<file path="config.mk">
export PLATFORM = sky130hd
export DESIGN_NAME = qpix_daq_top
export DESIGN_NICKNAME = d
export VERILOG_FILES = /design/src/qpix_daq_pkg.sv /design/src/timestamp_counter.sv /design/src/hit_channel.sv /design/src/event_arbiter.sv /design/src/event_buffer.sv /design/src/register_bank.sv /design/src/qpix_daq_top.sv
export VERILOG_INCLUDE_DIRS = /design/src
export SDC_FILE = /design/constraint.sdc
export NUM_CORES = 2
export LEC_CHECK = 0
export ABC_AREA = 1
export BUFFER_PORTS_ARGS = -buffer_cell sky130_fd_sc_hd__buf_4
export CORE_MARGIN = 3
export CORE_UTILIZATION = 45
export CTS_BUF_LIST = sky130_fd_sc_hd__clkbuf_8
export DETAILED_ROUTE_END_ITERATION = 6
export MAX_ROUTING_LAYER = met4
export PLACE_DENSITY = 0.58
export SYNTH_ARGS = -nofsm -noshare
export SYNTH_HDL_FRONTEND = slang
export SYNTH_HIERARCHICAL = 1
export SYNTH_SLANG_ARGS = --single-unit
</file>
<file path="constraint.sdc">
create_clock -name clk200 -period 12.8 [get_ports clk200]
set_clock_uncertainty 0.2 [all_clocks]
set_input_delay 3.84 -clock clk200 [delete_from_list [all_inputs] [get_ports clk200]]
set_output_delay 3.84 -clock clk200 [all_outputs]
set_load 0.01 [all_outputs]
</file>
<file path="src/qpix_daq_defines.svh">
`ifndef QPIX_DAQ_DEFINES_SVH
`define QPIX_DAQ_DEFINES_SVH

//////////////////////////////////////////////////
// sizes shared by the whole readout core
//////////////////////////////////////////////////

// number of lvds hit inputs
`define QPIX_NUM_CHANNELS 16

// free running timestamp width
`define QPIX_TS_WIDTH 64

// shared event buffer entries
// small on purpose so the full state is easy to reach
`define QPIX_BUF_DEPTH 8
`define QPIX_BUF_AW 3

// register port data width
`define QPIX_REG_WIDTH 32

// fixed value returned by the id register
`define QPIX_ID_VALUE 32'hdeadbeef

`endif

</file>
<file path="src/qpix_daq_pkg.sv">
`include "qpix_daq_defines.svh"

package qpix_daq_pkg;

    // one counter value
    typedef logic [`QPIX_TS_WIDTH-1:0] timestamp_t;

    // hit channel number
    typedef logic [$clog2(`QPIX_NUM_CHANNELS)-1:0] channel_t;

    // one register word
    typedef logic [`QPIX_REG_WIDTH-1:0] reg_data_t;

    // register map
    typedef enum logic [3:0] {
        reg_control      = 4'd0,
        reg_chan_enable  = 4'd1,
        reg_trig_ts_hi   = 4'd2,
        reg_trig_ts_lo   = 4'd3,
        reg_event_hi     = 4'd4,
        reg_event_lo     = 4'd5,
        reg_event_status = 4'd6,
        reg_overrun      = 4'd7,
        reg_pop          = 4'd8,
        reg_id           = 4'd9
    } reg_addr_e;

    // per channel hit holder
    typedef enum logic {
        hit_idle    = 1'b0,
        hit_pending = 1'b1
    } hit_state_e;

endpackage

</file>
<file path="src/timestamp_counter.sv">
module timestamp_counter (
    input  logic                    clk200,
    input  logic                    counter_reset,
    input  logic                    trigger,
    output qpix_daq_pkg::timestamp_t count,
    output qpix_daq_pkg::timestamp_t trig_ts
);

    // trigger seen one cycle ago
    logic trigger_d;
    logic trigger_rise;

    // free running counter
    // the edge with reset high leaves it at zero
    always_ff @(posedge clk200)
    begin
        if (counter_reset)
            count <= '0;
        else
            count <= count + 1'b1;
    end

    // rising edge of the trigger level
    assign trigger_rise = trigger & ~trigger_d;

    // trigger is written at edge k, seen high until edge k+1
    // so the count sampled here is still ts(k)
    always_ff @(posedge clk200)
    begin
        if (counter_reset)
        begin
            trigger_d <= 1'b0;
            trig_ts   <= '0;
        end
        else
        begin
            trigger_d <= trigger;
            if (trigger_rise)
                trig_ts <= count;
        end
    end

endmodule

</file>
<file path="src/hit_channel.sv">
`include "qpix_daq_defines.svh"

module hit_channel (
    input  logic                     clk200,
    input  logic                     counter_reset,
    input  logic                     lvds_in,
    input  logic                     enable,
    input  qpix_daq_pkg::timestamp_t count,
    input  logic                     grant,
    input  logic                     overrun_clear,
    output logic                     request,
    output qpix_daq_pkg::timestamp_t hit_ts,
    output logic                     overrun
);

    import qpix_daq_pkg::*;

    //////////////////////////////////////////////////
    // input synchronizer and edge detect
    //////////////////////////////////////////////////

    logic       sync_0;
    logic       sync_1;
    logic       sync_d;
    logic       hit_rise;
    hit_state_e state;

    // two flop sync, then one more flop for the edge
    always_ff @(posedge clk200)
    begin
        if (counter_reset)
        begin
            sync_0 <= 1'b0;
            sync_1 <= 1'b0;
            sync_d <= 1'b0;
        end
        else
        begin
            sync_0 <= lvds_in;
            sync_1 <= sync_0;
            sync_d <= sync_1;
        end
    end

    // first sampled at edge k, taken at edge k+2
    assign hit_rise = sync_1 & ~sync_d;

    //////////////////////////////////////////////////
    // pending hold
    //////////////////////////////////////////////////

    always_ff @(posedge clk200)
    begin
        if (counter_reset)
            state <= hit_idle;
        else
        begin
            case (state)
                hit_idle:
                    if (hit_rise && enable)
                        state <= hit_pending;
                // leave only once the arbiter has taken the event
                hit_pending:
                    if (grant)
                        state <= hit_idle;
                default:
                    state <= hit_idle;
            endcase
        end
    end

    // stamp is payload, loaded only when a hit is accepted
    always_ff @(posedge clk200)
    begin
        if (state == hit_idle && hit_rise && enable)
            hit_ts <= count;
    end

    // sticky overrun, a new hit beats the clear
    always_ff @(posedge clk200)
    begin
        if (counter_reset)
            overrun <= 1'b0;
        else if (state == hit_pending && hit_rise)
            overrun <= 1'b1;
        else if (overrun_clear)
            overrun <= 1'b0;
    end

    assign request = (state == hit_pending);

endmodule

</file>
<file path="src/event_arbiter.sv">
`include "qpix_daq_defines.svh"

module event_arbiter (
    input  logic                                clk200,
    input  logic                                counter_reset,
    input  logic [`QPIX_NUM_CHANNELS-1:0]       request,
    input  qpix_daq_pkg::timestamp_t            hit_ts [`QPIX_NUM_CHANNELS],
    input  logic                                buf_full,
    output logic [`QPIX_NUM_CHANNELS-1:0]       grant,
    output logic                                push,
    output qpix_daq_pkg::channel_t              push_channel,
    output qpix_daq_pkg::timestamp_t            push_ts
);

    import qpix_daq_pkg::*;

    // channel that won the last grant
    channel_t last_grant;
    // next requester after last_grant
    channel_t sel;
    logic     found;

    // search starts one past the last winner and wraps
    always_comb
    begin
        channel_t idx;
        found = 1'b0;
        sel   = last_grant;
        for (int i = 1; i <= `QPIX_NUM_CHANNELS; i++)
        begin
            // cast wraps the index around the channel count
            idx = last_grant + channel_t'(i);
            if (!found && request[idx])
            begin
                found = 1'b1;
                sel   = idx;
            end
        end
    end

    // no grant at all while the buffer is full
    assign grant = (found && !buf_full) ?
                   ({{(`QPIX_NUM_CHANNELS-1){1'b0}}, 1'b1} << sel) : '0;

    assign push         = |grant;
    assign push_channel = sel;
    assign push_ts      = hit_ts[sel];

    // pointer moves only on an actual push
    // reset value makes channel 0 first in line
    always_ff @(posedge clk200)
    begin
        if (counter_reset)
            last_grant <= channel_t'(`QPIX_NUM_CHANNELS - 1);
        else if (push)
            last_grant <= sel;
    end

endmodule

</file>
<file path="src/event_buffer.sv">
`include "qpix_daq_defines.svh"

module event_buffer (
    input  logic                     clk200,
    input  logic                     counter_reset,
    input  logic                     push,
    input  qpix_daq_pkg::channel_t   push_channel,
    input  qpix_daq_pkg::timestamp_t push_ts,
    input  logic                     pop,
    output qpix_daq_pkg::channel_t   head_channel,
    output qpix_daq_pkg::timestamp_t head_ts,
    output logic                     empty,
    output logic                     full,
    output logic [`QPIX_BUF_AW:0]    count
);

    import qpix_daq_pkg::*;

    //////////////////////////////////////////////////
    // storage
    //////////////////////////////////////////////////

    // event word kept as two parallel arrays
    channel_t   mem_channel [`QPIX_BUF_DEPTH];
    timestamp_t mem_ts      [`QPIX_BUF_DEPTH];

    logic [`QPIX_BUF_AW-1:0] wr_ptr;
    logic [`QPIX_BUF_AW-1:0] rd_ptr;
    logic                    do_pop;

    // the arbiter never pushes while full
    // pop on empty is dropped here
    assign do_pop = pop & ~empty;

    always_ff @(posedge clk200)
    begin
        if (push)
        begin
            mem_channel[wr_ptr] <= push_channel;
            mem_ts[wr_ptr]      <= push_ts;
        end
    end

    //////////////////////////////////////////////////
    // pointers and occupancy
    //////////////////////////////////////////////////

    // depth is a power of two so pointers just wrap
    always_ff @(posedge clk200)
    begin
        if (counter_reset)
        begin
            wr_ptr <= '0;
            rd_ptr <= '0;
            count  <= '0;
        end
        else
        begin
            if (push)
                wr_ptr <= wr_ptr + 1'b1;
            if (do_pop)
                rd_ptr <= rd_ptr + 1'b1;
            // simultaneous push and pop keeps the count
            case ({push, do_pop})
                2'b10:   count <= count + 1'b1;
                2'b01:   count <= count - 1'b1;
                default: count <= count;
            endcase
        end
    end

    assign empty = (count == '0);
    assign full  = (count == `QPIX_BUF_DEPTH);

    // head shown without a read strobe
    assign head_channel = mem_channel[rd_ptr];
    assign head_ts      = mem_ts[rd_ptr];

endmodule

</file>
<file path="src/register_bank.sv">
`include "qpix_daq_defines.svh"

module register_bank (
    input  logic                              clk200,
    input  logic                              counter_reset,
    input  logic                              reg_wr,
    input  qpix_daq_pkg::reg_addr_e           reg_addr,
    input  qpix_daq_pkg::reg_data_t           reg_wdata,
    input  qpix_daq_pkg::timestamp_t          trig_ts,
    input  qpix_daq_pkg::channel_t            head_channel,
    input  qpix_daq_pkg::timestamp_t          head_ts,
    input  logic                              empty,
    input  logic                              full,
    input  logic [`QPIX_BUF_AW:0]             count,
    input  logic [`QPIX_NUM_CHANNELS-1:0]     overrun,
    output qpix_daq_pkg::reg_data_t           reg_rdata,
    output logic                              trigger,
    output logic [`QPIX_NUM_CHANNELS-1:0]     chan_enable,
    output logic                              pop,
    output logic [`QPIX_NUM_CHANNELS-1:0]     overrun_clear
);

    import qpix_daq_pkg::*;

    //////////////////////////////////////////////////
    // write side
    //////////////////////////////////////////////////

    logic wr_control;
    logic wr_enable;
    logic wr_overrun;
    logic wr_pop;

    // address decode of the write strobe
    assign wr_control = reg_wr && (reg_addr == reg_control);
    assign wr_enable  = reg_wr && (reg_addr == reg_chan_enable);
    assign wr_overrun = reg_wr && (reg_addr == reg_overrun);
    assign wr_pop     = reg_wr && (reg_addr == reg_pop);

    // trigger level follows control bit 0
    // high from the edge after the write
    always_ff @(posedge clk200)
    begin
        if (counter_reset)
            trigger <= 1'b0;
        else if (wr_control)
            trigger <= reg_wdata[0];
    end

    // hit enable mask, all channels live out of reset
    always_ff @(posedge clk200)
    begin
        if (counter_reset)
            chan_enable <= '1;
        else if (wr_enable)
            chan_enable <= reg_wdata[`QPIX_NUM_CHANNELS-1:0];
    end

    // strobes act at the same edge as the write
    // data bits pick which overrun flags to clear
    assign pop           = wr_pop;
    assign overrun_clear = wr_overrun ? reg_wdata[`QPIX_NUM_CHANNELS-1:0] : '0;

    //////////////////////////////////////////////////
    // read side
    //////////////////////////////////////////////////

    // combinational read, unmapped addresses give zero
    always_comb
    begin
        reg_rdata = '0;
        case (reg_addr)
            reg_control:
                reg_rdata[0] = trigger;
            reg_chan_enable:
                reg_rdata[`QPIX_NUM_CHANNELS-1:0] = chan_enable;
            reg_trig_ts_hi:
                reg_rdata = trig_ts[63:32];
            reg_trig_ts_lo:
                reg_rdata = trig_ts[31:0];
            reg_event_hi:
                reg_rdata = head_ts[63:32];
            reg_event_lo:
                reg_rdata = head_ts[31:0];
            reg_event_status:
            begin
                // head channel, flags, then occupancy
                reg_rdata[3:0]   = head_channel;
                reg_rdata[8]     = empty;
                reg_rdata[9]     = full;
                reg_rdata[19:16] = count;
            end
            reg_overrun:
                reg_rdata[`QPIX_NUM_CHANNELS-1:0] = overrun;
            reg_id:
                reg_rdata = `QPIX_ID_VALUE;
            default:
                reg_rdata = '0;
        endcase
    end

endmodule

</file>
<file path="src/qpix_daq_top.sv">
`include "qpix_daq_defines.svh"

module qpix_daq_top (
    input  logic                          clk200,
    input  logic                          counter_reset,
    input  logic [`QPIX_NUM_CHANNELS-1:0] lvds_hit,
    input  logic                          reg_wr,
    input  qpix_daq_pkg::reg_addr_e       reg_addr,
    input  qpix_daq_pkg::reg_data_t       reg_wdata,
    output qpix_daq_pkg::reg_data_t       reg_rdata,
    output logic                          trigger
);

    import qpix_daq_pkg::*;

    //////////////////////////////////////////////////
    // internal nets
    //////////////////////////////////////////////////

    // counter and trigger stamp
    timestamp_t ts_count;
    timestamp_t trig_ts;

    // per channel hit state
    logic [`QPIX_NUM_CHANNELS-1:0] chan_enable;
    logic [`QPIX_NUM_CHANNELS-1:0] request;
    logic [`QPIX_NUM_CHANNELS-1:0] grant;
    logic [`QPIX_NUM_CHANNELS-1:0] overrun;
    logic [`QPIX_NUM_CHANNELS-1:0] overrun_clear;
    timestamp_t                    hit_ts [`QPIX_NUM_CHANNELS];

    // arbiter to buffer
    logic       push;
    channel_t   push_channel;
    timestamp_t push_ts;

    // buffer head and status
    logic                  pop;
    channel_t              head_channel;
    timestamp_t            head_ts;
    logic                  empty;
    logic                  full;
    logic [`QPIX_BUF_AW:0] buf_count;

    timestamp_counter i_timestamp_counter (
        .clk200        (clk200),
        .counter_reset (counter_reset),
        .trigger       (trigger),
        .count         (ts_count),
        .trig_ts       (trig_ts)
    );

    // one holder per lvds input
    for (genvar i = 0; i < `QPIX_NUM_CHANNELS; i++)
    begin : g_hit
        hit_channel i_hit_channel (
            .clk200        (clk200),
            .counter_reset (counter_reset),
            .lvds_in       (lvds_hit[i]),
            .enable        (chan_enable[i]),
            .count         (ts_count),
            .grant         (grant[i]),
            .overrun_clear (overrun_clear[i]),
            .request       (request[i]),
            .hit_ts        (hit_ts[i]),
            .overrun       (overrun[i])
        );
    end

    event_arbiter i_event_arbiter (
        .clk200        (clk200),
        .counter_reset (counter_reset),
        .request       (request),
        .hit_ts        (hit_ts),
        .buf_full      (full),
        .grant         (grant),
        .push          (push),
        .push_channel  (push_channel),
        .push_ts       (push_ts)
    );

    event_buffer i_event_buffer (
        .clk200        (clk200),
        .counter_reset (counter_reset),
        .push          (push),
        .push_channel  (push_channel),
        .push_ts       (push_ts),
        .pop           (pop),
        .head_channel  (head_channel),
        .head_ts       (head_ts),
        .empty         (empty),
        .full          (full),
        .count         (buf_count)
    );

    register_bank i_register_bank (
        .clk200        (clk200),
        .counter_reset (counter_reset),
        .reg_wr        (reg_wr),
        .reg_addr      (reg_addr),
        .reg_wdata     (reg_wdata),
        .trig_ts       (trig_ts),
        .head_channel  (head_channel),
        .head_ts       (head_ts),
        .empty         (empty),
        .full          (full),
        .count         (buf_count),
        .overrun       (overrun),
        .reg_rdata     (reg_rdata),
        .trigger       (trigger),
        .chan_enable   (chan_enable),
        .pop           (pop),
        .overrun_clear (overrun_clear)
    );

endmodule

</file>
After elaboration in Yosys (flattened, before gate mapping)
Memories as Yosys holds them, arrays and structs flattened. A register that Yosys moved wholly into a read port is not among the register bits.
Index checks and enable logic that the tools add are counted.
{"block": "totals", "output_inout_bits": 33, "ram_bits": 544, "word_cells": 493, "register_bits": 1264, "memories": 2}
{"block": "classes", "n_mux": 163, "n_shift": 1, "n_bitwise": 53, "reduce_logical": 120, "order_cmp": 17, "eq_ne": 12, "add_sub_neg": 20}
{"name": "i_event_buffer.mem_ts", "depth": 8, "width": 64, "read_ports": 1, "rd_ports_with_merged_regs": 1, "wr": 1, "line_no": "event_buffer.sv:25", "rtl": "timestamp_t mem_ts [`QPIX_BUF_DEPTH];"}
{"name": "i_event_buffer.mem_channel", "depth": 8, "width": 4, "read_ports": 1, "rd_ports_with_merged_regs": 1, "wr": 1, "line_no": "event_buffer.sv:24", "rtl": "channel_t mem_channel [`QPIX_BUF_DEPTH];"}
{"operator": "$bmux W64 S4", "n": 1}
{"operator": "$mux W64", "n": 2}
{"operator": "$mux W1", "n": 98}
{"operator": "$logic_and A1 B1 Y1", "n": 84}
{"operator": "$lt A4 B5 Y1 const B", "n": 16}
{"operator": "$add A64 B1 Y64 const B", "n": 1}
{"operator": "$bmux W1 S4", "n": 16}
{"operator": "$mux W4", "n": 16}
{"operator": "$pmux W12 S5", "n": 1}
{"operator": "$pmux W6 S7", "n": 1}
{"operator": "$not A1 Y1", "n": 34}
{"operator": "$reduce_bool A2 Y1", "n": 17}
{"operator": "$add A4 B4 Y4 const B", "n": 8}
{"operator": "$mux W16", "n": 2}
{"operator": "$pmux W1 S2", "n": 16}
{"operator": "$pmux W4 S7", "n": 1}
{"operator": "$pmux W3 S8", "n": 1}
{"operator": "$pmux W4 S6", "n": 1}
{"operator": "$and A1 B1 Y1", "n": 18}
{"operator": "$add A4 B3 Y4 const B", "n": 4}
{"operator": "$eq A4 B3 Y1 const B", "n": 4}
{"operator": "$logic_not A1 Y1", "n": 16}
{"operator": "$pmux W2 S8", "n": 1}
{"operator": "$reduce_or A16 Y1", "n": 1}
{"operator": "16 further kinds", "n": 26}

Logic depth before layout (Yosys ltp)
{"block": "logic_depth", "depth_word": 54, "mapped_depth": 36, "ltp_nobuf": 32}

Hierarchy
Netlist, hierarchy kept.
{"mod": "hit_channel", "n_inst": 16, "seq_area_each_um2": 2021.9, "area_each_um2": 2103.3, "cells_each": 87}
{"mod": "event_buffer", "n_inst": 1, "seq_area_each_um2": 16595.9, "area_each_um2": 21747.1, "cells_each": 1620}
{"mod": "event_arbiter", "n_inst": 1, "seq_area_each_um2": 80.1, "area_each_um2": 13576.8, "cells_each": 3191}
{"mod": "timestamp_counter", "n_inst": 1, "seq_area_each_um2": 2582.5, "area_each_um2": 5854.4, "cells_each": 886}
{"mod": "register_bank", "n_inst": 1, "seq_area_each_um2": 340.3, "area_each_um2": 2296.0, "cells_each": 497}

Worst setup path before layout
OpenSTA, ideal clock, no wires.
{"block": "synth_path", "kind": "in2out", "from": "input port reg_addr[1]", "to": "output port reg_rdata[10]", "t_required_ps": 8760, "arrival_time_ps": 4656, "cell_stages": 8, "path_slack_ps": 4104, "path_buffers": 1, "path_cell_list": "inv_1 > nand2_1 > nor2_1 > buf_2 > inv_1 > nor2_1 > nor2_1 > nand2_1"}
{"block": "synth_between", "elab_chain_cells": 2}
{"item": "start: declaration", "line_no": "qpix_daq_top.sv:8", "rtl": "input qpix_daq_pkg::reg_addr_e reg_addr,"}
{"item": "$eq A4 B4 Y1 (tied with other cells)", "line_no": "register_bank.sv:72", "rtl": "case (reg_addr)"}
{"item": "$pmux W6 S7 (*)", "line_no": "register_bank.sv:72"}
{"item": "end: declaration", "line_no": "qpix_daq_top.sv:10", "rtl": "output qpix_daq_pkg::reg_data_t reg_rdata,"}
Mark *: on every way between the ends. The rest lies on a longest branch, timed or not.

Worst setup path after layout
{"block": "layout_path", "from": "input port reg_addr[1]", "to": "output port reg_rdata[13]"}
The elaborated chain is that of the path after synthesis.

==> results.json <==
{
  "run_status": "finished, final reports clean",
  "route.detailed.drc": 0,
  "postCtsSetupRepairBufs": 0,
  "ys_seq_elements": 1811,
  "synth_warnings": 6,
  "cts_hold_buf": 0,
  "drv_slew": 0,
  "coreArea_um2": 170000,
  "clockBufferDepth": 4,
  "required_ns": 8.76,
  "worst_slew_pin_slew_ns": 1.29,
  "synth_area_per_cell_um2": 10.2,
  "path_class": "in2out",
  "final_area_um2": 84900,
  "hpwl_um": 129000,
  "grt_antenna_before_repair": 9,
  "area_growth_pct": 10.1,
  "pin_count": 88,
  "rsz0062_at_grt": "no",
  "clkSinkCount": 1811,
  "via_per_inst": 5.45,
  "ant_nets": 0,
  "cts_tree": "built",
  "final_util_pct": 50.0,
  "finalSetupViolCount": 0,
  "syn_area_um2": 77100,
  "grt.total_usage_pct": 26.9,
  "clkLatencyLatePin_ns": 1.03,
  "hold_path.class": "reg2reg",
  "ys_types": 41,
  "rows": 151,
  "die_area_um2": 176000,
  "htreeDepth": 5,
  "slew_headroom_pct": 13.5,
  "grt_pass1_wl_um": 340000,
  "grt_max_degree": 189,
  "yosysSeqAreaShare_pct": 67.4,
  "ctsResizeCount": 0,
  "cts_root_buffer": "clkbuf_8",
  "holdPathStages": 2,
  "initial_utilization_pct": 45.4,
  "setup_tns_ns": 0,
  "drive_gt1_share_pct": 8.25,
  "wl_per_cell_um": 23.1,
  "cp-start-kind": "input port",
  "finalHoldViolCount": 0,
  "firstDrtPassIters": 6,
  "crit_top_cell": "nor2_1",
  "crit_slowest_cell": "nor2_1",
  "crit_arrival_ns": 5.87,
  "vias": 55050,
  "path_max_fanout": 11,
  "slowest_delay_ns": 0.74,
  "nets": 7722,
  "globalplace.congestion": 0.937,
  "fp.dieW_um": 420,
  "dpl-instance-area_um2": 79200,
  "grt-ovfl-total": 0,
  "synth_fp_nets": 7655,
  "crit_chain": "buf_4, inv_1, nand2_1, nor2_1, inv_1, nor2_1, nor2_1, nand2_1, buf_4",
  "min_period_ns": 9.91,
  "netlist_instances": 7586,
  "r2r_cells": 25,
  "first_global_vias": 51099,
  "min_period_over_period_pct": 77.4,
  "maxCapViolCount": 0,
  "port_buffers": 71,
  "wl_um": 233000,
  "first_iter_violations": 5808,
  "die_h_um": 420,
  "cp-end-kind": "output port",
  "cts_buffers": 321,
  "clk_pin_slew_worst_paths_ns": 0.05,
  "fmax_mhz": 101
}
-- final timing paths --
path / startpoint / endpoint / slack [ns]
hold / removal: g_hit[14].i_hit_channel/sync_0 / g_hit[14].i_hit_channel/sync_1 / 0.19
setup / recovery: reg_addr[1] / reg_rdata[13] / 2.89
setup reg to reg: i_event_arbiter/last_grant[1] / i_event_buffer/mem_ts[1][58] / 3.57
hold reg to reg: g_hit[14].i_hit_channel/sync_0 / g_hit[14].i_hit_channel/sync_1 / 0.19
-- Yosys cell counts --
| master | count | area [µm²] |
|---|---|---|
| nand2_1 | 2821 | 10600 |
| edfxtp_1 | 1568 | 47100 |
| nand3_1 | 767 | 3840 |
| nor2_1 | 712 | 2670 |
| o21ai_0 | 342 | 1710 |
| inv_1 | 278 | 1040 |
| dfxtp_1 | 243 | 4860 |
| buf_2 | 212 | 1060 |
| clkbuf_1 | 105 | 394 |
| a21oi_1 | 87 | 435 |
| o22ai_1 | 69 | 432 |
| mux2i_1 | 68 | 681 |
| buf_4 | 37 | 278 |
| o21ai_1 | 34 | 170 |
| nand4_1 | 30 | 188 |
| inv_2 | 28 | 105 |
| nor2_4 | 22 | 248 |
| buf_1 | 21 | 78.8 |
| a21oi_2 | 17 | 149 |
| buf_6 | 17 | 191 |
| nand2_2 | 16 | 100 |
| ha_1 | 14 | 175 |
| nor3_1 | 13 | 65.1 |
| o21bai_1 | 13 | 97.6 |
| nor2_2 | 11 | 68.8 |
| xor2_1 | 9 | 78.8 |
| xnor2_1 | 6 | 52.6 |
| o21a_1 | 5 | 37.5 |
| nand2_4 | 4 | 45.0 |
| nand3b_1 | 4 | 30.0 |
| nor2_8 | 2 | 40.0 |
| nor4_1 | 2 | 12.5 |
| a21oi_4 | 1 | 16.3 |
| and3_1 | 1 | 6.26 |
| buf_8 | 1 | 15.0 |
| nand3_2 | 1 | 10.0 |
| nand3_4 | 1 | 17.5 |
| nand4_4 | 1 | 21.3 |
| nor3b_1 | 1 | 7.51 |
| o211ai_1 | 1 | 7.51 |
| or2_2 | 1 | 6.26 |
-- worst max-delay path: cells and delay by family --
| kind | cells | cell delay [ns] |
|---|---|---|
| and+or+nand+nor | 5 | 1.26 |
| buffers and inverters | 4 | 0.76 |
-- sequential cells by signal (all words and copies together) (netlist names), 3 cells and up, named ones only --
| name | cells |
|---|---|
| i_event_buffer/count | 4 |
| i_event_buffer/wr_ptr | 3 |
| g_hit.i_hit_channel/overrun | 16 |
| i_event_buffer/mem_channel | 32 |
| g_hit.i_hit_channel/request | 16 |
| g_hit.i_hit_channel/hit_ts | 1024 |
| i_register_bank/chan_enable | 16 |
| i_event_arbiter/last_grant | 4 |
| i_timestamp_counter/count | 64 |
| g_hit.i_hit_channel/sync_d | 16 |
| g_hit.i_hit_channel/sync_1 | 16 |
| i_event_buffer/mem_ts | 512 |
| i_timestamp_counter/trig_ts | 64 |
| g_hit.i_hit_channel/sync_0 | 16 |
| i_event_buffer/rd_ptr | 3 |
-- cells in the final DEF, fill, tap and decap left out, types with 68 or more instances in the layout --
cell type  count
a21oi_1       87
buf_4        131
clkbuf_8     346
dfxtp_1      240
edfxtp_1    1568
inv_1        376
mux2i_1       68
nand2_1     2819
nand3_1      767
nor2_1       700
o21ai_0      342
o22ai_1       69
-- routing by layer --
layer  track usage, %  wire length [µm]  up-vias
met1             37.1            102000    26735
li1                 -                 -    25681
met2             41.2            106000     2166
met4             8.32              6650        0
met5                -                 0        -
met3             4.34             18100      468
-- kinds of logic after synthesis --
family,count (synthesis),share of synthesized area [%]
AO/OA/AOI/OAI,569,3.96
buffers and inverters,699,4.11
adder cells (fa/ha/maj),14,0.227
AND/OR/NAND/NOR,4410,23.3
XOR/XNOR,15,0.170
multiplexers,68,0.883
flip-flops,1811,67.4
-- per-stage QoR --
stage / cells / hold slack, ns / setup WS (ns)
floorplan: 7586 / 0.188 / 4.10
global placement: 9548 / 0.191 / 2.88
detailed placement: 9548 / 0.198 / 2.91
CTS: 10088 / 0.189 / 2.90
global route: 10093 / 0.221 / 2.75
finish: 10094 / 0.190 / 2.89
-- cell type report --
type                    count  area (µm²)
diodes                      6        15.0
clock buffers             346        4760
clock inverters           194         872
fillers                 15477       85000
inverters                 306        1190
multi-input cells        5076       22200
flip-flops and latches   1811       52000
well taps                2218        2780
repair buffers            137        1100
Power is not shown: default switching activity piles up to over one toggle a cycle in this logic, so the estimate is an artifact.
